`src/cam_pkg.sv`:
```
package cam_pkg;

	// ----------------------------------------
	// image window and frame buffer
	localparam int IMG_W    = 16;
	localparam int IMG_H    = 8;
	localparam int IMG_X    = 2;	// window offset, display coords
	localparam int IMG_Y    = 1;
	localparam int FB_DEPTH = IMG_W * IMG_H;
	localparam int FB_AW    = 7;
	localparam int COL_W    = $clog2(IMG_W + 1);	// room for the clip value
	localparam int ROW_W    = $clog2(IMG_H + 1);

	// ----------------------------------------
	// display timing, syncs active low
	localparam int H_ACTIVE = 24;
	localparam int H_FP     = 2;
	localparam int H_SYNC   = 4;
	localparam int H_BP     = 2;
	localparam int H_TOTAL  = H_ACTIVE + H_FP + H_SYNC + H_BP;
	localparam int H_CW     = $clog2(H_TOTAL);
	localparam int V_ACTIVE = 12;
	localparam int V_FP     = 1;
	localparam int V_SYNC   = 2;
	localparam int V_BP     = 1;
	localparam int V_TOTAL  = V_ACTIVE + V_FP + V_SYNC + V_BP;
	localparam int V_CW     = $clog2(V_TOTAL);

	// ----------------------------------------
	// sccb
	localparam int         SCCB_DIV   = 4;	// clk per quarter scl period
	localparam int         SCCB_DW    = $clog2(SCCB_DIV);
	localparam logic [7:0] SCCB_ID    = 8'h60;
	localparam int         SCCB_BITS  = 27;	// 3 x (8 data + 1 released)
	localparam int         SLOT_W     = $clog2(SCCB_BITS + 2);
	localparam int         INIT_COUNT = 4;
	localparam int         ENTRY_W    = $clog2(INIT_COUNT);

	// {register address, data}
	localparam logic [15:0] INIT_TABLE [INIT_COUNT] = '{
		16'hff01,	// sensor bank
		16'h1280,	// soft reset
		16'hff00,	// dsp bank
		16'hda08	// image mode rgb565
	};

	typedef union packed {
		logic [15:0] raw;	// sensor order, high byte first
		struct packed {
			logic [4:0] r;
			logic [5:0] g;
			logic [4:0] b;
		} rgb;
	} pix565_u;

endpackage
```
`src/video_timing.sv`:
```
`timescale 1ns/100ps
module video_timing (
	input  logic                      clk,
	input  logic                      reset,
	output logic                      hsync,
	output logic                      vsync,
	output logic                      de,
	output logic                      rd_en,
	output logic [cam_pkg::FB_AW-1:0] rd_addr
);
	import cam_pkg::*;

	logic [H_CW-1:0]  h_cnt;
	logic [V_CW-1:0]  v_cnt;
	logic [H_CW-1:0]  h_nxt;
	logic [V_CW-1:0]  v_nxt;
	logic             hs_nxt;
	logic             vs_nxt;
	logic             de_nxt;
	logic             in_win;
	logic [FB_AW-1:0] addr_nxt;

	// ----------------------------------------
	// counters
	always_comb begin
		h_nxt = h_cnt + 1'b1;
		v_nxt = v_cnt;
		if (h_cnt == H_CW'(H_TOTAL - 1)) begin
			h_nxt = '0;
			if (v_cnt == V_CW'(V_TOTAL - 1))
				v_nxt = '0;
			else
				v_nxt = v_cnt + 1'b1;
		end
	end

	// decode on the next count so outputs track the counter registers
	assign hs_nxt = !((h_nxt >= H_CW'(H_ACTIVE + H_FP)) &&
	                  (h_nxt < H_CW'(H_ACTIVE + H_FP + H_SYNC)));
	assign vs_nxt = !((v_nxt >= V_CW'(V_ACTIVE + V_FP)) &&
	                  (v_nxt < V_CW'(V_ACTIVE + V_FP + V_SYNC)));
	assign de_nxt = (h_nxt < H_CW'(H_ACTIVE)) && (v_nxt < V_CW'(V_ACTIVE));

	// image window inside the active area
	assign in_win = (h_nxt >= H_CW'(IMG_X)) && (h_nxt < H_CW'(IMG_X + IMG_W)) &&
	                (v_nxt >= V_CW'(IMG_Y)) && (v_nxt < V_CW'(IMG_Y + IMG_H));
	assign addr_nxt = FB_AW'((v_nxt - V_CW'(IMG_Y)) * IMG_W + (h_nxt - H_CW'(IMG_X)));

	always_ff @(posedge clk) begin
		if (reset) begin
			h_cnt <= '0;
			v_cnt <= '0;
			hsync <= 1'b1;
			vsync <= 1'b1;
			de    <= 1'b0;
			rd_en <= 1'b0;
		end else begin
			h_cnt <= h_nxt;
			v_cnt <= v_nxt;
			hsync <= hs_nxt;
			vsync <= vs_nxt;
			de    <= de_nxt;
			rd_en <= in_win;
		end
	end

	always_ff @(posedge clk) begin
		rd_addr <= addr_nxt;	// only meaningful with rd_en
	end

endmodule

```
`config.mk`:
```
export PLATFORM = sky130hd
export DESIGN_NAME = video_timing
export DESIGN_NICKNAME = d
export VERILOG_FILES = /design/src/cam_pkg.sv /design/src/video_timing.sv
export SDC_FILE = /design/constraint.sdc
export NUM_CORES = 1
export LEC_CHECK = 0
export CORE_ASPECT_RATIO = 0.75
export CORE_MARGIN = 2
export CORE_UTILIZATION = 40
export CTS_BUF_LIST = sky130_fd_sc_hd__clkbuf_2 sky130_fd_sc_hd__clkbuf_4 sky130_fd_sc_hd__clkbuf_8
export DETAILED_ROUTE_END_ITERATION = 10
export DONT_BUFFER_PORTS = 1
export GPL_TIMING_DRIVEN = 0
export PLACE_DENSITY = 0.57
export SYNTH_ARGS = -nofsm -noshare
export SYNTH_HDL_FRONTEND = slang
export SYNTH_SLANG_ARGS = --single-unit
```
`constraint.sdc`:
```
create_clock -name clk -period 3.7 [get_ports clk]
set_clock_uncertainty 0.1 [all_clocks]
set_input_delay 0.74 -clock clk [delete_from_list [all_inputs] [get_ports clk]]
set_output_delay 0.74 -clock clk [all_outputs]
set_load 0.005 [all_outputs]
```
==> flow_summary.ini, run 1 <==
[finish]
antenna_cells = 0
nFillCells = 197
final_core_util_pct = 47.2
final_layout_size_suffix_gt1_share_pct = 9.78
layout_area_growth_over_synthesis_pct = 9.34
finalNetCount = 105

[die]
rows = 14
die_area_mm2 = 0.00261
die_width_um = 58.3
top_level_ports = 13
start_util_pct = 43.2
die_h_um = 44.7
coreArea_mm2 = 0.00205

[pwr]
p_leak_nw = 0.439
sw_frac_of_total_pct = 22.1
peakVddDrop_v = 0.000248
totalPowerFinal_w = 0.000480
p_switching_w = 0.000106
seqPwrFrac_pct = 52.6
cell_internal_pwr_w = 0.000374
clockPowerShare_pct = 37.0
combPwrFrac_pct = 10.5
power_per_cell_area_mw_per_mm2 = 497

[setup_path]
cp_cell_instances = ha_1, and3_1, ha_1, buf_6, nor2_1, mux2_4, or3_4, nand2_1, ha_1, inv_1, fa_1, xnor2_1, xnor2_1, xnor2_1
start_kind = flip-flop
worst_ep_arrival_time_ns = 3.34
critical_path.max_fanout = 10
worst_r2r_path_depth = 14
critPathSlowestCell = sky130_fd_sc_hd__dfxtp_1
worst_setup_path_end_kind = flip-flop
critPathKind = flip-flop to flip-flop
cp_data_required_time_ns = 3.84
critical-path-max-stage-delay_ns = 0.42

[sta]
finalCritPeriodShare_pct = 86.4
maxClockFrequency_mhz = 313
holdWs_ns = 0.387
finalWorstPathRequiredPeriod_ns = 3.20
final_total_negative_setup_slack_ns = 0
rsz0062_at_grt = no
setup_viol_count_final = 0
worstMarginPinSlew_ns = 0.533
final-max-slew-violation-count = 0
slew_headroom_pct = 64.1
finalHoldViolCount = 0

[detailed_routing]
drt_drc_violations_left = 0
drt_wl_total_um = 1370
via_count = 576
post_drt_via_cell_ratio = 4.97
drtIter0Drc = 11
wl_per_cell_um = 11.8
ant_nets = 0
drtPass1Iterations = 4

[synthesis]
number_of_enable_flip_flop_cells_after_synthesis = 0
syn-num-nets = 100
post_synth_xor_area_fraction_pct = 5.94
ys_ff_latch = 20
synth_most_common_cell = sky130_fd_sc_hd__dfxtp_1
yosys-top-cells-count = 20 x sky130_fd_sc_hd__dfxtp_1, 9 x sky130_fd_sc_hd__ha_1, 9 x sky130_fd_sc_hd__nor2_1
synth_area_um2 = 885
synth.lib_cells_used.distinct = 29
synth-simple-area-share_pct = 17.4
yosysWarningCount = 0
portion_of_the_post_synthesis_area_used_by_sequential_elements_pct = 45.3
post_synth.cell_area_avg_um2 = 10.1
ys_async_sr_fraction_pct = 0
arithmetic_cell_share_of_the_synthesized_area_counting_full_adders_half_adders_and_majority_gates_pct = 15.0
postSynth.topFlopCell = sky130_fd_sc_hd__dfxtp_1
post_synth_mux_area_share_pct = 2.83
main_combinational_cell_family_by_area_after_synthesis = simple AND/OR/NAND/NOR gates
yosys.area.top_type_share_pct = 45.3
synth_cells = 88
synth_compound_gate_area_share_pct = 8.49
synth_area_leader_cell = sky130_fd_sc_hd__dfxtp_1
synth.area.top_cells = sky130_fd_sc_hd__dfxtp_1 45%, sky130_fd_sc_hd__ha_1 13%, sky130_fd_sc_hd__xnor2_1 5.0%, sky130_fd_sc_hd__nor2_1 3.8%, sky130_fd_sc_hd__inv_1 3.4%

[clocking]
hold_buffers = 0
cts.repair_timing.setup_buffer_count = 0
cts.clk_slew.worst_paths_ns = 0.11
numCtsBuffers = 3
number_of_gates_resized_after_cts = 0
ctsRootBufferMaster = sky130_fd_sc_hd__clkbuf_4
tritoncts_num_sinks = 20
insertion_delay_ns = 0.30
cts_tree = done
clk_path_buf_depth = 2
htree_levels = 1

[global_route]
grt.overflow.total = 0
largest_net_degree_at_the_start_of_global_routing = 13
grt_pass1_vias = 530
grt_antenna_before_repair = 0
global_route.usage.total_pct = 12.4
grt_pass1_wl_um = 2340

[placed_design]
place.port_buffers = 0
place.gp.congestion = 0.789
dp_hpwl_um = 1030

[worst_hold_path]
hold_path_class = flip-flop to flip-flop
min_path_cells = 1

[flow_run]
number_of_max_capacitance_violations_reported = 0

[status]
run_status = finished, final reports clean
[metrics by stage]
stage | setup WS [ns] | instances | instance area, µm²
4_1_cts | 0.471 | 116 | 967
3_3_place_gp | 0.538 | 112 | 915
6_report | 0.505 | 116 | 967
2_1_floorplan | 0.749 | 88 | 885
3_5_place_dp | 0.497 | 112 | 915
5_1_grt | 0.286 | 116 | 967
[power groups by stage]
stage	logic (W)	registers (W)	clock network, W
4_1_cts	0.0000520	0.000253	0.000182
3_5_place_dp	0.0000519	0.000258	0
5_1_grt	0.0000599	0.000256	0.000190
6_report	0.0000502	0.000253	0.000178
3_3_place_gp	0.0000517	0.000258	0
2_1_floorplan	0.0000439	0.000256	0
[per-layer routing]
| layer | vias to the layer above | global-route usage, % | routed length, µm |
|---|---|---|---|
| li1 | 302 | - | - |
| met1 | 259 | 16.6 | 697 |
| met2 | 13 | 17.5 | 572 |
| met3 | 2 | 6.02 | 83 |
| met4 | 0 | 4.19 | 12 |
| met5 | - | 0 | 0 |
[layout by cell type, fill, tap and decap left out]
cell type / instances
sky130_fd_sc_hd__a311oi_1: 1
sky130_fd_sc_hd__a22o_1: 1
sky130_fd_sc_hd__inv_1: 8
sky130_fd_sc_hd__a41o_1: 1
sky130_fd_sc_hd__clkbuf_4: 3
sky130_fd_sc_hd__a21oi_1: 5
sky130_fd_sc_hd__or2_2: 1
sky130_fd_sc_hd__and4bb_2: 1
sky130_fd_sc_hd__dfxtp_1: 20
sky130_fd_sc_hd__or3_1: 1
sky130_fd_sc_hd__buf_6: 1
sky130_fd_sc_hd__bufinv_16: 1
sky130_fd_sc_hd__and3_1: 1
sky130_fd_sc_hd__nor3_1: 1
sky130_fd_sc_hd__fa_1: 1
sky130_fd_sc_hd__o21ai_0: 3
sky130_fd_sc_hd__mux2_4: 1
sky130_fd_sc_hd__or3_4: 1
sky130_fd_sc_hd__clkbuf_1: 1
sky130_fd_sc_hd__nand2_1: 5
sky130_fd_sc_hd__a211oi_1: 1
sky130_fd_sc_hd__nor2b_1: 3
sky130_fd_sc_hd__xnor2_1: 5
sky130_fd_sc_hd__nand4b_1: 1
sky130_fd_sc_hd__and2b_1: 1
sky130_fd_sc_hd__mux2i_1: 1
sky130_fd_sc_hd__nand3_1: 2
sky130_fd_sc_hd__ha_1: 9
sky130_fd_sc_hd__nor2_1: 9
sky130_fd_sc_hd__nor4b_1: 1
sky130_fd_sc_hd__xor2_1: 1
[final timing paths]
| kind | start | endpoint | slack (ns) |
|---|---|---|---|
| setup reg to reg | h_cnt[0] | rd_addr[6] | 0.50 |
| hold reg to reg | h_cnt[0] | rd_addr[0] | 0.39 |
| setup / recovery | h_cnt[0] | rd_addr[6] | 0.50 |
| hold / removal | h_cnt[0] | rd_addr[0] | 0.39 |
[flip-flops by register name, indices dropped and copies added, names as in the netlist]
name     cells
rd_addr      7
h_cnt        5
v_cnt        4
de           1
hsync        1
rd_en        1
vsync        1
[cells by family after synthesis]
family	count (synthesis)
mux	2
buf+inv	10
flops	20
fa+ha+maj	10
simple gates	28
compound gates	12
xor+xnor	6
[final cells by class]
cell class | instances | area [µm²] | area share [%]
clock buffer | 3 | 22.5 | 2.33
sequential | 20 | 400 | 41.4
tap | 24 | 30.0 | 3.10
inverter | 8 | 30.0 | 3.10
multi-input combinational | 58 | 439 | 45.4
clock inverter | 1 | 30.0 | 3.10
buffer | 2 | 15.0 | 1.55
[worst max-delay path, delay by kind of cell, from the launching register on]
kind,cells,cell delay [ns]
buffers and inverters,2,0.21
adders and majority gates,4,0.94
muxes,1,0.31
DFF,1,0.42
xor gates and xnor gates,3,0.48
and+or+nand+nor,4,0.69
No activity file was read; power rests on OpenSTA's default activity.
==> run 2, diff against run 1 <==
- clock period: 3.7 -> 3.15 ns (I/O delays scaled with it)
==> flow_summary.ini, run 2 (synthesis results as in run 1) <==
[global_route]
grt_antenna_before_repair = 0
grt_pass1_wl_um = 2340
grt.overflow.total = 0
largest_net_degree_at_the_start_of_global_routing = 13
global_route.usage.total_pct = 12.4
grt_pass1_vias = 530

[die]
die_h_um = 44.7
coreArea_mm2 = 0.00205
die_area_mm2 = 0.00261
start_util_pct = 43.2
top_level_ports = 13
die_width_um = 58.3
rows = 14

[setup_path]
cp.buffers_inverters = 1
path_common_cell = sky130_fd_sc_hd__xnor2_1
critPathSlowestCell = sky130_fd_sc_hd__or3_4
critical-path-max-stage-delay_ns = 0.41
critical_path.max_fanout = 5
start_kind = flip-flop
cp_top_family = simple AND/OR/NAND/NOR gates
worst_ep_arrival_time_ns = 3.14
cp_data_required_time_ns = 3.29
cp_cell_instances = ha_4, and3_4, ha_4, and2b_1, mux2_4, or3_4, nand2_1, ha_1, inv_1, fa_1, xnor2_1, xnor2_1, xnor2_1
regToRegStartpoint = h_cnt[0]
critPathKind = flip-flop to flip-flop
timing.critical_path.from = h_cnt[0]
worst_setup_path_end_kind = flip-flop

[finish]
layout_common_cells = 18 x sky130_fd_sc_hd__dfxtp_1, 9 x sky130_fd_sc_hd__nor2_1, 8 x sky130_fd_sc_hd__inv_1
largest_register_by_flop_count = rd_addr
layout_top_registers = rd_addr: 7 flops, h_cnt: 5 flops, v_cnt: 4 flops
final_layout_size_suffix_gt1_share_pct = 20.4
finalNetCount = 111
layout_area_growth_over_synthesis_pct = 18.4
largest_register_ff_count = 7
antenna_cells = 0
final_common_cell = sky130_fd_sc_hd__dfxtp_1
fin_area_mm2 = 0.00105

[flow_run]
number_of_max_capacitance_violations_reported = 0

[detailed_routing]
ant_nets = 0
drt_drc_violations_left = 0
drt_wl_total_um = 1480
wl_per_cell_um = 12.1
drtPass1Iterations = 4
drtIter0Drc = 11
via_count = 595
post_drt_via_cell_ratio = 4.88

[clocking]
ctsRootBufferMaster = sky130_fd_sc_hd__clkbuf_4
clk_path_buf_depth = 2
tritoncts_num_sinks = 20
numCtsBuffers = 3
insertion_delay_ns = 0.30
htree_levels = 1
cts.clk_slew.worst_paths_ns = 0.11
cts_tree = done

[placed_design]
postPlaceCellArea_um2 = 915
placement.setup.worst_slack_ns = -0.0535
place.gp.congestion = 0.789
dp_hpwl_um = 1030
place.port_buffers = 0

[sta]
final_total_negative_setup_slack_ns = 0
finalHoldViolCount = 0
slew_headroom_pct = 63.7
final-max-slew-violation-count = 0
maxClockFrequency_mhz = 334
finalCritPeriodShare_pct = 95.1
finalWorstPathRequiredPeriod_ns = 3.00
postLayoutSetupSlackWorst_ns = 0.153
rsz0062_at_grt = no
worstMarginPinSlew_ns = 0.538
setup_viol_count_final = 0

[pwr]
power_per_cell_area_mw_per_mm2 = 545
p_leak_nw = 0.466
peakVddDrop_v = 0.000291

[worst_hold_path]
hold_path_class = flip-flop to flip-flop
min-delay-start = h_cnt[0]

[status]
run_status = finished, final reports clean
==> run 2: final timing paths <==
path / endpoint / depth (start not counted) / slack [ns]
worst max-delay path: rd_addr[6] / 13 / 0.15
worst min-delay path: rd_addr[0] / 1 / 0.37
worst max register to register: rd_addr[6] / 13 / 0.15
worst min register to register: rd_addr[0] / 1 / 0.37
==> run 2: layout make-up <==
cell class / count / area, µm²
Tap cell: 24 / 30.0
Fill cell: 195 / 1000
Clock inverter: 1 / 30.0
Timing Repair Buffer: 6 / 45.0
Clock buffer: 3 / 22.5
Multi-Input combinational cell: 58 / 469
Buffer: 2 / 15.0
Sequential cell: 20 / 405
Inverter: 8 / 30.0
==> run 2: what timing repair did <==
| action | CTS | global route |
|---|---|---|
| gates cloned | 0 | 0 |
| buffers inserted | 0 | 6 |
| setup endpoints to repair | 1 | 1 |
| hold buffers | 0 | 0 |
| pin swaps | 0 | 4 |
| gates resized for setup | 2 | 6 |
==> run 2: metal layers <==
metal	global-route usage, %	part of all wire (%)
met5	0	0
met4	4.19	0.81
met3	6.02	5.0
met2	17.5	44
met1	16.6	51
==> run 2: stage by stage <==
| stage | cells | hold slack, ns | power (W) | util [%] |
|---|---|---|---|---|
| 5_1_grt | 122 | 0.387 | 0.000602 | 51.1 |
| 3_5_place_dp | 112 | 0.364 | 0.000365 | 44.6 |
| 6_report | 122 | 0.371 | 0.000571 | 51.1 |
| 4_1_cts | 116 | 0.361 | 0.000573 | 47.4 |
| 3_3_place_gp | 112 | 0.362 | 0.000364 | 44.6 |
| 2_1_floorplan | 88 | 0.323 | 0.000352 | - |
==> run 2: where the power goes <==
| group | switching [W] | internal, W | leakage, nW |
|---|---|---|---|
| clock network | 0.0000789 | 0.000129 | 0.0279 |
| registers | 0.0000153 | 0.000283 | 0.166 |
| logic | 0.0000321 | 0.0000336 | 0.272 |
==> run 3, diff against run 2 <==
- REMOVE_ABC_BUFFERS: unset -> 1
==> flow_summary.ini, run 3 (synthesis results as in run 1) <==
[status]
run_status = finished, final reports clean

[finish]
final_layout_size_suffix_gt1_share_pct = 16.1
layout_area_growth_over_synthesis_pct = 10.3
largest_register_ff_count = 7
layout_top_registers = rd_addr: 7 flops, h_cnt: 5 flops, v_cnt: 4 flops
antenna_cells = 0
finalNetCount = 107
final_common_cell = sky130_fd_sc_hd__dfxtp_1
largest_register_by_flop_count = rd_addr
layout_common_cells = 19 x sky130_fd_sc_hd__dfxtp_1, 9 x sky130_fd_sc_hd__nor2_1, 8 x sky130_fd_sc_hd__inv_1
layout.cells.non_filler = 117
final_core_util_pct = 47.6

[global_route]
grt_util_met1_pct = 17.7
groute.layer.met3.usage_pct = 5.16
largest_net_degree_at_the_start_of_global_routing = 13
grt_pass1_wl_um = 2410
grt_pass1_vias = 512
grt_use_met2_pct = 16.9
global_route.usage.total_pct = 12.8
grt_antenna_before_repair = 0
grt_busiest_layer = met1
grt.overflow.total = 0

[pwr]
clockPowerShare_pct = 24.7
sw_frac_of_total_pct = 24.4
combPwrFrac_pct = 12.3
p_leak_nw = 0.433
cell_internal_pwr_w = 0.000355
peakVddDrop_v = 0.000305
power_per_cell_area_mw_per_mm2 = 482
p_switching_w = 0.000115
seqPwrFrac_pct = 63.1
totalPowerFinal_w = 0.000470

[die]
start_util_pct = 43.2
rows = 14
top_level_ports = 13
die_h_um = 44.7
die_area_mm2 = 0.00261
coreArea_mm2 = 0.00205
die_width_um = 58.3

[clocking]
numCtsBuffers = 3
hold_buffers = 0
cts.clk_slew.worst_paths_ns = 0.10
clk_path_buf_depth = 2
htree_levels = 1
insertion_delay_ns = 0.29
ctsRootBufferMaster = sky130_fd_sc_hd__clkbuf_4
tritoncts_num_sinks = 20
cts_tree = done

[placed_design]
place.port_buffers = 0
dp_hpwl_um = 1020
dp_cells = 110
place.gp.congestion = 0.731

[sta]
finalHoldViolCount = 0
final-max-slew-violation-count = 0
setup_viol_count_final = 0
finalCritPeriodShare_pct = 96.5
finalWorstPathRequiredPeriod_ns = 3.04
slew_headroom_pct = 64.6
worstMarginPinSlew_ns = 0.526
maxClockFrequency_mhz = 329

[setup_path]
critical_path.max_fanout = 7
worst_setup_path_end_kind = flip-flop
critPathKind = flip-flop to flip-flop
start_kind = flip-flop
worst_ep_arrival_time_ns = 3.18
cp_data_required_time_ns = 3.29

[detailed_routing]
drt_drc_violations_left = 0
drtPass1Iterations = 4
drtIter0Drc = 5
drt_wl_total_um = 1480
wl_per_cell_um = 12.7
post_drt_via_cell_ratio = 5.01
via_count = 586
ant_nets = 0

[flow_run]
number_of_max_capacitance_violations_reported = 0

[worst_hold_path]
hold_path_class = primary input to flip-flop
-- run 3: cell count changes in the layout (fill, tap and decap cells not counted) --
| cell | change |
|---|---|
| sky130_fd_sc_hd__dfxtp_1 | +1 |
| sky130_fd_sc_hd__clkbuf_1 | -1 |
| sky130_fd_sc_hd__buf_6 | -1 |
| sky130_fd_sc_hd__ha_4 | -1 |
| sky130_fd_sc_hd__bufinv_16 | -1 |
| sky130_fd_sc_hd__dfxtp_2 | -1 |
| sky130_fd_sc_hd__buf_4 | -2 |
| sky130_fd_sc_hd__ha_2 | +1 |
-- run 3: worst paths after layout --
check                           cells past startpoint      from  slack, ns    endpoint
worst max-delay path                               13  h_cnt[0]       0.11  rd_addr[6]
worst min-delay path                                1     reset       0.28    h_cnt[0]
worst max register to register                     13  h_cnt[0]       0.11  rd_addr[6]
worst min register to register                      1  h_cnt[0]       0.35    h_cnt[0]
-- run 3: layout make-up --
type | count | area [µm²]
fillers | 201 | 1070
multi-input cells | 58 | 459
flip-flops and latches | 20 | 404
repair buffers | 4 | 30.0
inverters | 8 | 30.0
well taps | 24 | 30.0
clock buffers | 3 | 22.5
-- run 3: routing by layer --
metal	wire length [µm]	up-vias
met2	617	14
met3	83	5
met4	28	0
met5	0	-
li1	-	307
met1	755	260
-- run 3: stage by stage --
stage / worst slack (ns) / setup TNS, ns / hold slack (ns) / area, µm²
6_report: 0.110 / 0 / 0.282 / 976
5_1_grt: -0.0206 / -0.0206 / 0.257 / 976
4_1_cts: 0.0136 / 0 / 0.274 / 936
3_5_place_dp: -0.201 / -0.201 / 0.363 / 900
3_3_place_gp: -0.185 / -0.185 / 0.359 / 900
2_1_floorplan: 0.0244 / 0 / 0.323 / 870
-- run 3: worst max-delay path, cell delays in order (launching register included) --
cell,delay (ns)
sky130_fd_sc_hd__dfxtp_4,0.38
sky130_fd_sc_hd__ha_2,0.19
sky130_fd_sc_hd__and3_4,0.20
sky130_fd_sc_hd__ha_4,0.16
sky130_fd_sc_hd__and2b_1,0.18
sky130_fd_sc_hd__mux2_4,0.29
sky130_fd_sc_hd__or3_4,0.40
sky130_fd_sc_hd__nand2_1,0.08
sky130_fd_sc_hd__ha_1,0.13
sky130_fd_sc_hd__inv_1,0.04
sky130_fd_sc_hd__fa_1,0.37
sky130_fd_sc_hd__xnor2_1,0.14
sky130_fd_sc_hd__xnor2_1,0.18
sky130_fd_sc_hd__xnor2_1,0.13
-- run 3: power by group through the flow --
stage / combinational (W) / clock (W) / sequential, W
floorplan: 0.0000500 / 0 / 0.000300
global placement: 0.0000573 / 0 / 0.000303
detailed placement: 0.0000578 / 0 / 0.000304
CTS: 0.0000586 / 0.000122 / 0.000298
global route: 0.0000697 / 0.000136 / 0.000300
finish: 0.0000578 / 0.000116 / 0.000297
-- run 3: what timing repair did --
action                     in CTS  in global routing
buffers inserted                0                  4
pin swaps                       0                  2
gates resized for setup         3                  3
setup endpoints to repair       1                  1
hold endpoints to repair        0                  0
