==> src/cam_pkg.sv <==
package cam_pkg;

	// ----------------------------------------
	// image window and frame buffer
	localparam int IMG_W    = 16;
	localparam int IMG_H    = 8;
	localparam int IMG_X    = 2;	// window offset, display coords
	localparam int IMG_Y    = 1;
	localparam int FB_DEPTH = IMG_W * IMG_H;
	localparam int FB_AW    = 7;
	localparam int COL_W    = $clog2(IMG_W + 1);	// room for the clip value
	localparam int ROW_W    = $clog2(IMG_H + 1);

	// ----------------------------------------
	// display timing, syncs active low
	localparam int H_ACTIVE = 24;
	localparam int H_FP     = 2;
	localparam int H_SYNC   = 4;
	localparam int H_BP     = 2;
	localparam int H_TOTAL  = H_ACTIVE + H_FP + H_SYNC + H_BP;
	localparam int H_CW     = $clog2(H_TOTAL);
	localparam int V_ACTIVE = 12;
	localparam int V_FP     = 1;
	localparam int V_SYNC   = 2;
	localparam int V_BP     = 1;
	localparam int V_TOTAL  = V_ACTIVE + V_FP + V_SYNC + V_BP;
	localparam int V_CW     = $clog2(V_TOTAL);

	// ----------------------------------------
	// sccb
	localparam int         SCCB_DIV   = 4;	// clk per quarter scl period
	localparam int         SCCB_DW    = $clog2(SCCB_DIV);
	localparam logic [7:0] SCCB_ID    = 8'h60;
	localparam int         SCCB_BITS  = 27;	// 3 x (8 data + 1 released)
	localparam int         SLOT_W     = $clog2(SCCB_BITS + 2);
	localparam int         INIT_COUNT = 4;
	localparam int         ENTRY_W    = $clog2(INIT_COUNT);

	// {register address, data}
	localparam logic [15:0] INIT_TABLE [INIT_COUNT] = '{
		16'hff01,	// sensor bank
		16'h1280,	// soft reset
		16'hff00,	// dsp bank
		16'hda08	// image mode rgb565
	};

	typedef union packed {
		logic [15:0] raw;	// sensor order, high byte first
		struct packed {
			logic [4:0] r;
			logic [5:0] g;
			logic [4:0] b;
		} rgb;
	} pix565_u;

endpackage
==> src/sccb_init.sv <==
`timescale 1ns/100ps
module sccb_init (
	input  logic clk,
	input  logic reset,
	output logic scl,
	output logic sda_out,
	output logic sda_oe,
	output logic ready
);
	import cam_pkg::*;

	logic [SCCB_DW-1:0] div_cnt;
	logic               tick;
	logic [1:0]         q;	// quarter within a slot
	logic [SLOT_W-1:0]  slot;	// 0 start, 1..27 bits, 28 stop
	logic [3:0]         bit_cnt;
	logic [1:0]         byte_sel;
	logic [ENTRY_W-1:0] entry;
	logic [7:0]         cur_byte;
	logic               scl_d;
	logic               sda_d;
	logic               oe_d;

	assign tick = (div_cnt == SCCB_DW'(SCCB_DIV - 1));

	always_comb begin
		case (byte_sel)
			2'd0:    cur_byte = SCCB_ID;
			2'd1:    cur_byte = INIT_TABLE[entry][15:8];
			default: cur_byte = INIT_TABLE[entry][7:0];
		endcase
	end

	// ----------------------------------------
	// slot sequencer
	always_ff @(posedge clk) begin
		if (reset) begin
			div_cnt  <= '0;
			q        <= '0;
			slot     <= '0;
			bit_cnt  <= '0;
			byte_sel <= '0;
			entry    <= '0;
			ready    <= 1'b0;
		end else if (!ready) begin
			div_cnt <= tick ? '0 : div_cnt + 1'b1;
			if (tick) begin
				q <= q + 1'b1;
				if (q == 2'd3) begin
					if (slot == SLOT_W'(SCCB_BITS + 1)) begin
						slot     <= '0;
						bit_cnt  <= '0;
						byte_sel <= '0;
						if (entry == ENTRY_W'(INIT_COUNT - 1))
							ready <= 1'b1;	// table done, stays high
						else
							entry <= entry + 1'b1;
					end else begin
						slot <= slot + 1'b1;
						if (slot != '0) begin
							if (bit_cnt == 4'd8) begin
								bit_cnt  <= '0;
								byte_sel <= byte_sel + 1'b1;
							end else begin
								bit_cnt <= bit_cnt + 1'b1;
							end
						end
					end
				end
			end
		end
	end

	// ----------------------------------------
	// line levels per slot and quarter
	always_comb begin
		scl_d = 1'b1;
		sda_d = 1'b1;
		oe_d  = 1'b0;
		if (!ready) begin
			oe_d = 1'b1;
			if (slot == '0) begin	// start, sda falls with scl high
				scl_d = (q != 2'd3);
				sda_d = (q == 2'd0);
			end else if (slot == SLOT_W'(SCCB_BITS + 1)) begin
				scl_d = (q != 2'd0);
				sda_d = 1'b0;
				oe_d  = (q != 2'd3);	// stop, sda rises via pull-up
			end else begin
				scl_d = (q == 2'd1) || (q == 2'd2);
				sda_d = cur_byte[3'd7 - bit_cnt[2:0]];	// msb first
				oe_d  = (bit_cnt != 4'd8);	// ninth bit belongs to sensor
			end
		end
	end

	always_ff @(posedge clk) begin
		if (reset) begin
			scl     <= 1'b1;
			sda_out <= 1'b1;
			sda_oe  <= 1'b0;
		end else begin
			scl     <= scl_d;
			sda_out <= sda_d;
			sda_oe  <= oe_d;
		end
	end

endmodule

==> config.mk <==
export PLATFORM = sky130hd
export DESIGN_NAME = sccb_init
export DESIGN_NICKNAME = d
export VERILOG_FILES = /design/src/cam_pkg.sv /design/src/sccb_init.sv
export SDC_FILE = /design/constraint.sdc
export NUM_CORES = 1
export LEC_CHECK = 0
export BUFFER_PORTS_ARGS = -buffer_cell sky130_fd_sc_hd__buf_2
export CAP_MARGIN = 20
export CORE_AREA = 2 2 50 52
export CTS_BUF_LIST = sky130_fd_sc_hd__clkbuf_4
export CTS_CLUSTER_DIAMETER = 30
export DETAILED_ROUTE_END_ITERATION = 16
export DIE_AREA = 0 0 52 54
export PLACE_DENSITY = 0.75
export SETUP_SLACK_MARGIN = 0.3
export SYNTH_ARGS = -nofsm -noshare
export SYNTH_HDL_FRONTEND = slang
export SYNTH_SLANG_ARGS = --single-unit
==> constraint.sdc <==
create_clock -name clk -period 2.3 [get_ports clk]
set_input_delay 0.23 -clock clk [delete_from_list [all_inputs] [get_ports clk]]
set_output_delay 0.23 -clock clk [all_outputs]
set_load 0.01 [all_outputs]
==> summary.txt, run 1 <==
Clocking
  • Clock slew at reported path FFs: 0.11 ns
  • Sink Count: 21
  • Root buf cell: clkbuf_4
  • # resized after CTS: 0
  • CTS tree: done
  • Postcts setup bufs: 0
  • CTS H-tree depth: 1
  • CTS buffer count: 3
  • Hold-fix buffers, CTS: 0
  • CTS Buffer Depth: 2
  • Clk_lat worst skew: 0.30 ns

STA
  • Slew @ Worst Pin: ~0.38 ns
  • Hold WS: 0.287 ns
  • Final period util: approximately 76%
  • Finish-stage setup viols: 0
  • Count of pins over their slew limit: 0
  • Final Hold Violating Endpoints: 0
  • Fmax: roughly 570 MHz
  • Rel. slew slack: 74.6%
  • Fin crit period: between 1.5 and 2 ns
  • Clock Skews: 0.00455 ns
  • RSZ-0062 raised after global routing: no
  • Post-route setup TNS: 0 ns
  • Fin worst setup slack: 0.550 ns

Drt
  • Detailed Route Iter0 Violations: 22
  • Drt first pass iters: 4
  • Drt via density: 5.61
  • Antenna-violating nets left: 0
  • Via count: roughly 1000
  • Drt drc: 0
  • Routed WL: 2.22 mm
  • Wire per inst: 12.4 um

Critical path
  • WP data arrival: between 1.5 and 2 ns
  • Kind of critical path: reg2reg
  • Critical-path maximum fanout: 4
  • Required @ worst endpoint: between 2 and 2.5 ns
  • Worst setup EP type: flop
  • CP startpoint: byte_sel[0]$_SDFFE_PP0P_
  • R2R cell count: 7
  • Setup crit start kind: flop
  • Worst R2R Start: byte_sel[0]$_SDFFE_PP0P_

Placement
  • Worst slack, placed: slightly below 0.6 ns
  • Routability Congestion: 0.873
  • Dpl hpwl: 1.69 mm
  • IO Port Bufs: 5

Global route
  • Global-route wire length before repair: 3.69 mm
  • Grt ovf: 0
  • Pin count of the biggest net entering global routing: 18
  • Initial antenna violation count: 0
  • Vias in the first global route: 904
  • Total GRT Usage: approximately 17%

Floorplan
  • DIE AREA: 2810 um^2
  • Initial core utilization: 53.1%
  • Core area: between 2000 and 2500 um^2
  • Ports: 6
  • Row count: 18
  • DIE HEIGHT: 54 um
  • Die W: 52 um

Final layout
  • Most frequent cells in the layout: nor2_1, dfxtp_1, a21oi_1, ha_1, nand2_1
  • Area of the multi-input gates: 738 um^2
  • Share of layout cells above drive strength 1: 8.67%
  • Fillers: 218
  • Layout net count: 167
  • Area overhead of the layout relative to synthesis: 4.57%
  • Storage cell area: 420 um^2
  • # diodes: 0

Synth
  • Synth Instances: 147
  • Synth top area share: 34.1%
  • Syn Std Cell Area: 1230 um^2
  • Synth unique cells: 36
  • Yosys reg bits: 21
  • Cell taking the most area after synthesis: dfxtp_1
  • Post-Syn Nets: ~160
  • Synth area leaders: dfxtp_1, ha_1, nor2_1, a21oi_1, nand2_1
  • Register area share after synthesis: 34.1%
  • Ys Warns: 0
  • Avg Inst Size Synth: 8.38 um^2

Status
  • Status: finished clean

Power
  • Maximum vdd drop: 0.365 mV
  • Leak: 0.514 nW
  • PwrDens: approximately 460 nW/um^2

Flow run
  • Max-cap violations: 0

Hold path
  • Hold path startpoint: reset
  • Hold Crit Depth: 2
  • Hold WC Path Type: in2reg
## layout make-up
class                   instances  share of cell area, %
inverters                      10                   2.91
repair buffers                  5                   1.94
multi-input cells             110                   57.3
well taps                      30                   2.91
flip-flops and latches         21                   32.6
clock buffers                   4                   2.33
## cell families (layout without fill, tap and decap cells)
| kind of cell | Yosys count | in the layout | share of synthesized area (%) |
|---|---|---|---|
| and+or+nand+nor | 59 | 59 | 25.8 |
| xor gates and xnor gates | 6 | 6 | 4.26 |
| AOI/OAI and AO/OA | 29 | 29 | 14.0 |
| DFF | 21 | 21 | 34.1 |
| adders and majority gates | 14 | 14 | 14.2 |
| muxes | 2 | 2 | 1.62 |
| buffers and inverters | 16 | 19 | 5.99 |
## state kept, by name (all words and copies together), names as in the netlist
register / flops
sda_oe: 1
entry: 2
q: 2
slot: 5
div_cnt: 2
ready: 1
scl: 1
bit_cnt: 4
byte_sel: 2
sda_out: 1
## metrics by stage
stage | cell area, um^2 | instances | util, % | total power, mW
floorplan | 1230 | 147 | - | 0.409
global placement | 1260 | 176 | 54.3 | 0.415
detailed placement | 1260 | 176 | 54.3 | 0.418
CTS | 1290 | 180 | 55.6 | 0.601
global route | 1290 | 180 | 55.6 | 0.619
finish | 1290 | 180 | 55.6 | 0.593
## cells in the mapped netlist (all sizes together)
cell / instances
a41oi: 1
nand4: 3
nor2: 22
nand3: 3
a21o: 1
dfxtp: 21
nand4b: 2
nor3: 4
and3b: 1
a32oi: 1
inv: 10
a211oi: 2
ha: 14
buf: 4
nor4b: 1
clkbuf: 2
o21ai: 6
and4: 1
a22o: 1
o31ai: 1
nand3b: 2
nor2b: 3
o41ai: 1
mux2i: 2
xor2: 3
and3: 2
nand2b: 2
a21boi: 1
xnor2: 3
nand2: 13
a21oi: 14
## path summary, 6_finish.rpt
| check | slack [ns] | to |
|---|---|---|
| worst min register to register | 0.49 | byte_sel[0]$_SDFFE_PP0P_ |
| worst min-delay path | 0.29 | entry[0]$_SDFFE_PP0P_ |
| worst max-delay path | 0.55 | sda_out$_SDFF_PP1_ |
| worst max register to register | 0.55 | sda_out$_SDFF_PP1_ |
## critical path: stages, from the launching register on
cell and delay, ns:
dfxtp_1 0.37, inv_1 0.06, ha_1 0.24, nor2_1 0.14
and3_1 0.17, a21oi_1 0.04, a22o_1 0.26, o41ai_1 0.34
## metal layers
metal | GRT usage (%) | wire (um)
met5 | 0 | 0
met2 | 32.5 | 1080
met3 | 3.33 | 49
met4 | 5.70 | 20
met1 | 19.8 | 1070
## report_power, final
group	internal, mW	switching [mW]	leakage (nW)
clock network	0.0793	0.106	0.0184
registers	0.371	0.00471	0.170
logic	0.0137	0.0183	0.325
(Power assumes the default switching activity.)
==> run 2: changes to the inputs <==
Settings changed: PLACE_DENSITY 0.75 to 0.78.
Clock period 2.3 ns to 1.6 ns, I/O delays scaled along.
==> run 2 against run 1 <==
Against the previous run:
- clock skew is 0.013 ns higher
- clock power is 45% higher
- first-iteration DRC count is 32% higher
- clock-buffer cell count is 1 lower
- combinational power is 150% higher
- register-to-register slack worse by 0.44 ns
- hold slack worse by 0.084 ns
- critical path depth stayed put
- cell count is 14% higher
- sequential power is 43% higher
- routed wire length is 35% higher
- setup slack worse by 0.44 ns
- critical endpoint unchanged
- largest cell class unchanged
- largest power group unchanged
- highest routed layer unchanged
==> summary.txt, run 2 (synthesized netlist as in run 1, its figures left out) <==
Global route
  • Grt ovf: 0 (unchanged)
  • Global-route wire length before repair: 4.61 mm (+25%)
  • Met2 Use GR: 38.4% (+5.9 points)
  • GR Util met1: 24.5% (+4.7 points)
  • Initial antenna violation count: 0 (unchanged)
  • GRT Max-Usage Layer: met2
  • Pin count of the biggest net entering global routing: 18 (unchanged)
  • Total GRT Usage: 21.8% (+4.4 points)
  • Global-route track usage on met3: 4.44% (+1.1 points)
  • Vias in the first global route: 1110 (+23%)

Clocking
  • Root buf cell: clkbuf_4
  • CTS H-tree depth: 1 (unchanged)
  • CTS tree: done
  • Clock slew at reported path FFs: 0.13 ns (+0.02 ns)
  • Hold-fix buffers, CTS: 0 (unchanged)
  • Clk_lat worst skew: 0.32 ns (+0.02 ns)
  • CTS buffer count: 3 (unchanged)
  • CTS Buffer Depth: 2 (unchanged)
  • Sink Count: 21 (unchanged)

Drt
  • Drt first pass iters: 4 (unchanged)
  • Drt via density: 5.59 (-0.46%)
  • Wire per inst: 14.7 um (+19%)
  • Antenna-violating nets left: 0 (unchanged)
  • Routed WL: 3.01 mm (+35%)
  • Drt drc: 0 (unchanged)
  • Detailed Route Iter0 Violations: 29 (+32%)
  • Via count: 1145 (+13%)

STA
  • Final Hold Violating Endpoints: 0 (unchanged)
  • Count of pins over their slew limit: 0 (unchanged)
  • Fin worst setup slack: 0.112 ns (-0.438 ns)
  • Rel. slew slack: 76.3% (+1.7 points)
  • Final period util: 93.0% (+17 points)
  • RSZ-0062 raised after global routing: yes
  • Fmax: 672 MHz (+18%)
  • Post-route setup TNS: 0 ns (unchanged)
  • Clock Skews: 0.0177 ns (+0.0131 ns)
  • Finish-stage setup viols: 0 (unchanged)
  • Hold WS: 0.203 ns (-0.0837 ns)
  • Slew @ Worst Pin: 0.355 ns (-0.0251 ns)
  • Fin crit period: 1.49 ns (-0.262 ns)

Power
  • Internal cell power: 665 uW (+43%)
  • Leak: 0.655 nW (+27%)
  • PwrDens: 536 nW/um^2 (+16%)
  • Sw frac: 25.0% (+3.3 points)
  • Psw: 222 uW (+72%)
  • Clock power frac: 30.3% (-0.9 points)
  • Comb power frac: 9.0% (+3.6 points)
  • Part of the power in registers: 60.7% (-2.7 points)
  • Maximum vdd drop: 0.606 mV (+66%)

Floorplan
  • Initial core utilization: 53.1% (unchanged)
  • DIE AREA: 2810 um^2 (unchanged)
  • Die W: 52 um (unchanged)
  • Core area: 2320 um^2 (unchanged)
  • Ports: 6 (unchanged)
  • DIE HEIGHT: 54 um (unchanged)
  • Row count: 18 (unchanged)

Hold path
  • Hold WC Path Type: in2reg

Final layout
  • Share of layout cells above drive strength 1: 45.7% (+37 points)
  • Fillers: 149 (-32%)
  • # diodes: 0 (unchanged)
  • Area of the multi-input gates: 880 um^2 (+19%)
  • Biggest regs: slot: 5 flops, bit_cnt: 4 flops
  • Most common cell after layout, fill and taps aside: buf_4
  • Storage cell area: 445 um^2 (+6.0%)
  • Finished Cell Area: 1660 um^2 (+28%)
  • Layout net count: 192 (+15%)
  • Most frequent cells in the layout: buf_4, nor2_1, a21oi_1, dfxtp_1
  • Max reg flops: 5 (unchanged)
  • Non-filler cells, final: 205 (+14%)
  • Biggest register: slot
  • Area overhead of the layout relative to synthesis: 34.3%

Critical path
  • Setup crit start kind: flop
  • Critical-path top delay cell: dfxtp_2
  • Critical-path maximum fanout: 4 (unchanged)
  • WP data arrival: 1.72 ns (-0.22 ns)
  • CP cell instances: inv_1, ha_2, nand2b_1, a21oi_1, o21ai_0, a21oi_1, o41ai_2
  • Cell mode on critical path: a21oi_1
  • Critical Path Max Stage Delay: 0.37 ns (about the same)
  • Worst setup EP type: flop
  • Required @ worst endpoint: 1.83 ns (-0.66 ns)
  • Kind of critical path: reg2reg

Placement
  • Area after DPL: 1330 um^2 (+5.4%)
  • DP Cell Count: 182 (+3.4%)
  • Routability Congestion: 0.809 (-7.4%)
  • IO Port Bufs: 5 (unchanged)
  • Dpl hpwl: 1.78 mm (+5.5%)
  • Worst slack, placed: 0.0548 ns (-0.531 ns)

Flow run
  • Max-cap violations: 0 (unchanged)

Status
  • Status: finished clean
[run 2: changes by cell type in the layout (fill, tap and decap cells not counted), sizes merged]
cell    delta
clkinv     +1
buf       +25
clkbuf     -1
[run 2: final timing paths]
check	startpoint	to	slack (ns)	depth (start not counted)
setup / recovery	entry[0]$_SDFFE_PP0P_	sda_out$_SDFF_PP1_	0.11	7
hold / removal	reset	byte_sel[1]$_SDFFE_PP0P_	0.20	2
hold reg to reg	byte_sel[1]$_SDFFE_PP0P_	byte_sel[1]$_SDFFE_PP0P_	0.51	2
setup reg to reg	entry[0]$_SDFFE_PP0P_	sda_out$_SDFF_PP1_	0.11	7
[run 2: final cells by class]
| class | count | area share (%) |
|---|---|---|
| Multi-Input combinational cell | 110 | 53.1 |
| Sequential cell | 21 | 26.9 |
| Timing Repair Buffer | 30 | 13.8 |
| Inverter | 10 | 2.27 |
| Tap cell | 30 | 2.27 |
| Clock buffer | 3 | 1.36 |
| Clock inverter | 1 | 0.302 |
[run 2: timing repair]
| action | 4_1_cts | 5_1_grt |
|---|---|---|
| endpoints found under the hold margin | 0 | 0 |
| gates resized for setup | 26 | 26 |
| endpoints found under the setup margin | 16 | 15 |
| buffers inserted | 11 | 8 |
| pin swaps | 11 | 21 |
[run 2: routing by layer]
| layer | up-vias | part of all wire (%) |
|---|---|---|
| li1 | 556 | - |
| met1 | 548 | 42 |
| met2 | 30 | 52 |
| met3 | 11 | 3.9 |
| met4 | 0 | 2.3 |
| met5 | - | 0 |
[run 2: per-stage QoR]
stage               utilization [%]  total power, mW
floorplan                         -            0.588
global placement               57.2            0.599
detailed placement             57.2            0.603
CTS                            65.3            0.877
global route                   71.4            0.923
finish                         71.4            0.886
[run 2: worst max-delay path, delay by kind of cell (launching register included)]
family                     cells  cell delay [ns]
adders and majority gates      1             0.22
AOI/OAI and AO/OA              4             0.59
buffers and inverters          1             0.12
DFF                            1             0.37
and+or+nand+nor                1             0.10
[run 2: power groups by stage]
stage | registers (mW) | logic (mW) | clock network, mW
3_5_place_dp | 0.553 | 0.0505 | 0
2_1_floorplan | 0.553 | 0.0352 | 0
6_report | 0.538 | 0.0798 | 0.269
5_1_grt | 0.539 | 0.0913 | 0.292
4_1_cts | 0.540 | 0.0675 | 0.269
3_3_place_gp | 0.552 | 0.0473 | 0
==> run 3: changes to the inputs <==
Settings changed: BUFFER_PORTS_ARGS -buffer_cell sky130_fd_sc_hd__buf_2 to -buffer_cell sky130_fd_sc_hd__buf_4, CORE_AREA 2 2 50 52 to 2 2 59 61, DIE_AREA 0 0 52 54 to 0 0 61 63, PLACE_DENSITY 0.78 to 0.59.
==> run 3 against run 2 <==
Against the previous run:
- utilization fell by 19 points
- clock power rose by 10%
- critical endpoint unchanged
- largest power group unchanged
- critical path depth did not move
- largest cell class unchanged
- fmax barely moved
==> summary.txt, run 3 (synthesized netlist as in run 1, its figures left out) <==
Drt
  • Via count: 1101 (-3.8%)
  • M1 wire length: 1.19 mm (-6.6%)
  • Drt drc: 0 (unchanged)
  • DR top layer: met4
  • Detailed Route Iter0 Violations: 33 (+14%)
  • Antenna-violating nets left: 0 (unchanged)
  • Drt first pass iters: 4 (unchanged)
  • Drt via density: 5.10 (-8.7%)
  • Metal2 WL: 1.52 mm (-1.9%)
  • Wire per inst: 13.2 um (-10%)
  • Met3 routed WL: 59 um (-50%)
  • Routed WL: 2.84 mm (-5.6%)

STA
  • Final period util: 93.0% (about the same)
  • Clock Skews: 0.00405 ns (-0.0136 ns)
  • Slew @ Worst Pin: 0.346 ns (-0.00908 ns)
  • Fmax: 672 MHz (about the same)
  • Post-route setup TNS: 0 ns (unchanged)
  • RSZ-0062 raised after global routing: yes
  • Final Hold Violating Endpoints: 0 (unchanged)
  • Fin crit period: 1.49 ns (-0.000303 ns)
  • Rel. slew slack: 76.9% (+0.57 points)
  • Count of pins over their slew limit: 0 (unchanged)
  • Fin worst setup slack: 0.112 ns (+0.000303 ns)
  • Finish-stage setup viols: 0 (unchanged)

Flow run
  • Max-cap violations: 0 (unchanged)

Floorplan
  • Die W: 61 um (+17%)
  • Core area: 3230 um^2 (+39%)
  • Row count: 21 (+3)
  • DIE AREA: 3840 um^2 (+37%)
  • Initial core utilization: 38.1% (-15 points)
  • Ports: 6 (unchanged)
  • DIE HEIGHT: 63 um (+17%)

Hold path
  • Hold path startpoint: reset
  • WHS Endpoint: bit_cnt[3]$_SDFFE_PP0P_
  • Hold WC Path Type: in2reg
  • Hold Crit Depth: 2 (unchanged)

Placement
  • Area after DPL: 1380 um^2 (+4.2%)
  • Routability Congestion: 0.773 (-4.4%)
  • IO Port Bufs: 5 (unchanged)
  • Dpl hpwl: 1.81 mm (+1.3%)
  • Worst slack, placed: 0.0826 ns (+0.0278 ns)

Final layout
  • Finished Cell Area: 1690 um^2 (+1.8%)
  • Storage cell area: 447 um^2 (+0.28%)
  • Fillers: 292 (+96%)
  • Area overhead of the layout relative to synthesis: 36.8%
  • Share of layout cells above drive strength 1: 45.9% (+0.17 points)
  • # diodes: 0 (unchanged)
  • Most frequent cells in the layout: buf_4, nor2_1, nand2_1, a21oi_1, dfxtp_2
  • Layout net count: 187 (-2.6%)
  • Max reg flops: 5 (unchanged)
  • Biggest register: slot
  • Area of the multi-input gates: 903 um^2 (+2.7%)
  • Biggest regs: slot: 5 flops, bit_cnt: 4 flops
  • Most common cell after layout, fill and taps aside: buf_4

Global route
  • Vias in the first global route: 1003 (-9.6%)
  • Grt ovf: 0 (unchanged)
  • Global-route wire length before repair: 4.50 mm (-2.4%)
  • Initial antenna violation count: 0 (unchanged)
  • Total GRT Usage: 15.4% (-6.4 points)
  • Pin count of the biggest net entering global routing: 18 (unchanged)

Critical path
  • Setup crit start kind: flop
  • CP cell instances: inv_1, ha_2, nor2_2, and3_1, a21oi_1, a22o_1, o41ai_2
  • Kind of critical path: reg2reg
  • Critical-path maximum fanout: 4 (unchanged)
  • Delay-heaviest family, CP: compound AO/OA/AOI/OAI gates
  • R2R cell count: 7 (unchanged)
  • WP data arrival: 1.72 ns (about the same)
  • Critical Path Max Stage Delay: 0.39 ns (+0.02 ns)
  • Worst setup EP type: flop
  • Reg-to-reg endpoint: sda_out$_SDFF_PP1_
  • Worst R2R Start: byte_sel[0]$_SDFFE_PP0P_
  • Required @ worst endpoint: 1.84 ns (about the same)
  • Reg-to-reg slack, setup: 0.11 ns (about the same)
  • Critical-path top delay cell: dfxtp_4
  • WP buf/inv: 1 (unchanged)

Power
  • Clock power frac: 32.6% (+2.3 points)
  • Internal cell power: 683 uW (+2.7%)
  • Sw frac: 24.8% (-0.17 points)
  • Leak: 0.638 nW (-2.6%)
  • Psw: 226 uW (+1.8%)
  • Power consumption: 909 uW (+2.5%)
  • Maximum vdd drop: 0.349 mV (-42%)
  • Part of the power in registers: 59.2% (-1.5 points)
  • PwrDens: 539 nW/um^2 (+0.67%)
  • Comb power frac: 8.2% (-0.8 points)

Clocking
  • CTS H-tree depth: 1 (unchanged)
  • CTS Buffer Depth: 2 (unchanged)
  • Root buf cell: clkbuf_4
  • Sink Count: 21 (unchanged)
  • Clock slew at reported path FFs: 0.13 ns (about the same)
  • Hold-fix buffers, CTS: 0 (unchanged)
  • Clk_lat worst skew: 0.32 ns (about the same)
  • CTS tree: done
  • CTS buffer count: 3 (unchanged)

Status
  • Status: finished clean
[run 3: changes by cell type in the layout (fill, tap and decap cells not counted), sizes merged]
| cell | change |
|---|---|
| buf | -5 |
| clkbuf | +1 |
| clkinv | -1 |
[run 3: how the worst max path moves through the flow]
stage / cells past startpoint / start / to / slack (ns)
global route: 7 / byte_sel[0]$_SDFFE_PP0P_ / sda_out$_SDFF_PP1_ / -0.0007
floorplan: 7 / slot[1]$_SDFFE_PP0P_ / byte_sel[1]$_SDFFE_PP0P_ / 0.22
CTS: 7 / byte_sel[1]$_SDFFE_PP0P_ / sda_out$_SDFF_PP1_ / 0.12
finish: 7 / byte_sel[0]$_SDFFE_PP0P_ / sda_out$_SDFF_PP1_ / 0.11
global placement: 6 / q[0]$_SDFFE_PP0P_ / bit_cnt[2]$_SDFFE_PP0P_ / 0.15
detailed placement: 7 / byte_sel[0]$_SDFFE_PP0P_ / sda_out$_SDFF_PP1_ / 0.08
[run 3: worst register-to-register path, stage by stage, from the launching register on]
cell     delay [ns]
dfxtp_4        0.39
inv_1          0.06
ha_2           0.21
nor2_2         0.10
and3_1         0.17
a21oi_1        0.04
a22o_1         0.25
o41ai_2        0.19
[run 3: cell type report]
class / count / share of cell area (%)
clock buffer: 4 / 1.78
sequential: 21 / 26.5
multi-input combinational: 110 / 53.6
timing repair buffer: 25 / 12.5
tap: 46 / 3.41
inverter: 10 / 2.23
[run 3: routing by layer]
layer	GRT usage, %	vias to the layer above
li1	-	549
met1	18.3	530
met2	26.1	13
met3	2.69	9
met4	6.79	0
met5	0	-
[run 3: power groups by stage]
| stage | logic [mW] | registers [mW] | clock network, mW |
|---|---|---|---|
| detailed placement | 0.0529 | 0.552 | 0 |
| floorplan | 0.0352 | 0.553 | 0 |
| finish | 0.0742 | 0.538 | 0.297 |
| CTS | 0.0620 | 0.539 | 0.300 |
| global placement | 0.0521 | 0.552 | 0 |
| global route | 0.0864 | 0.539 | 0.328 |
[run 3: timing repair]
item,in CTS,in global routing
setup endpoints to repair,17,17
gates resized for setup,26,31
pin swaps,6,12
cloned,0,0
buffers inserted,6,5
[run 3: per-stage QoR]
stage	utilization, %	instances	hold slack (ns)
floorplan	-	147	0.451
global placement	42.7	201	0.466
detailed placement	42.7	201	0.479
CTS	47.0	211	0.127
global route	52.1	216	0.135
finish	52.1	216	0.120
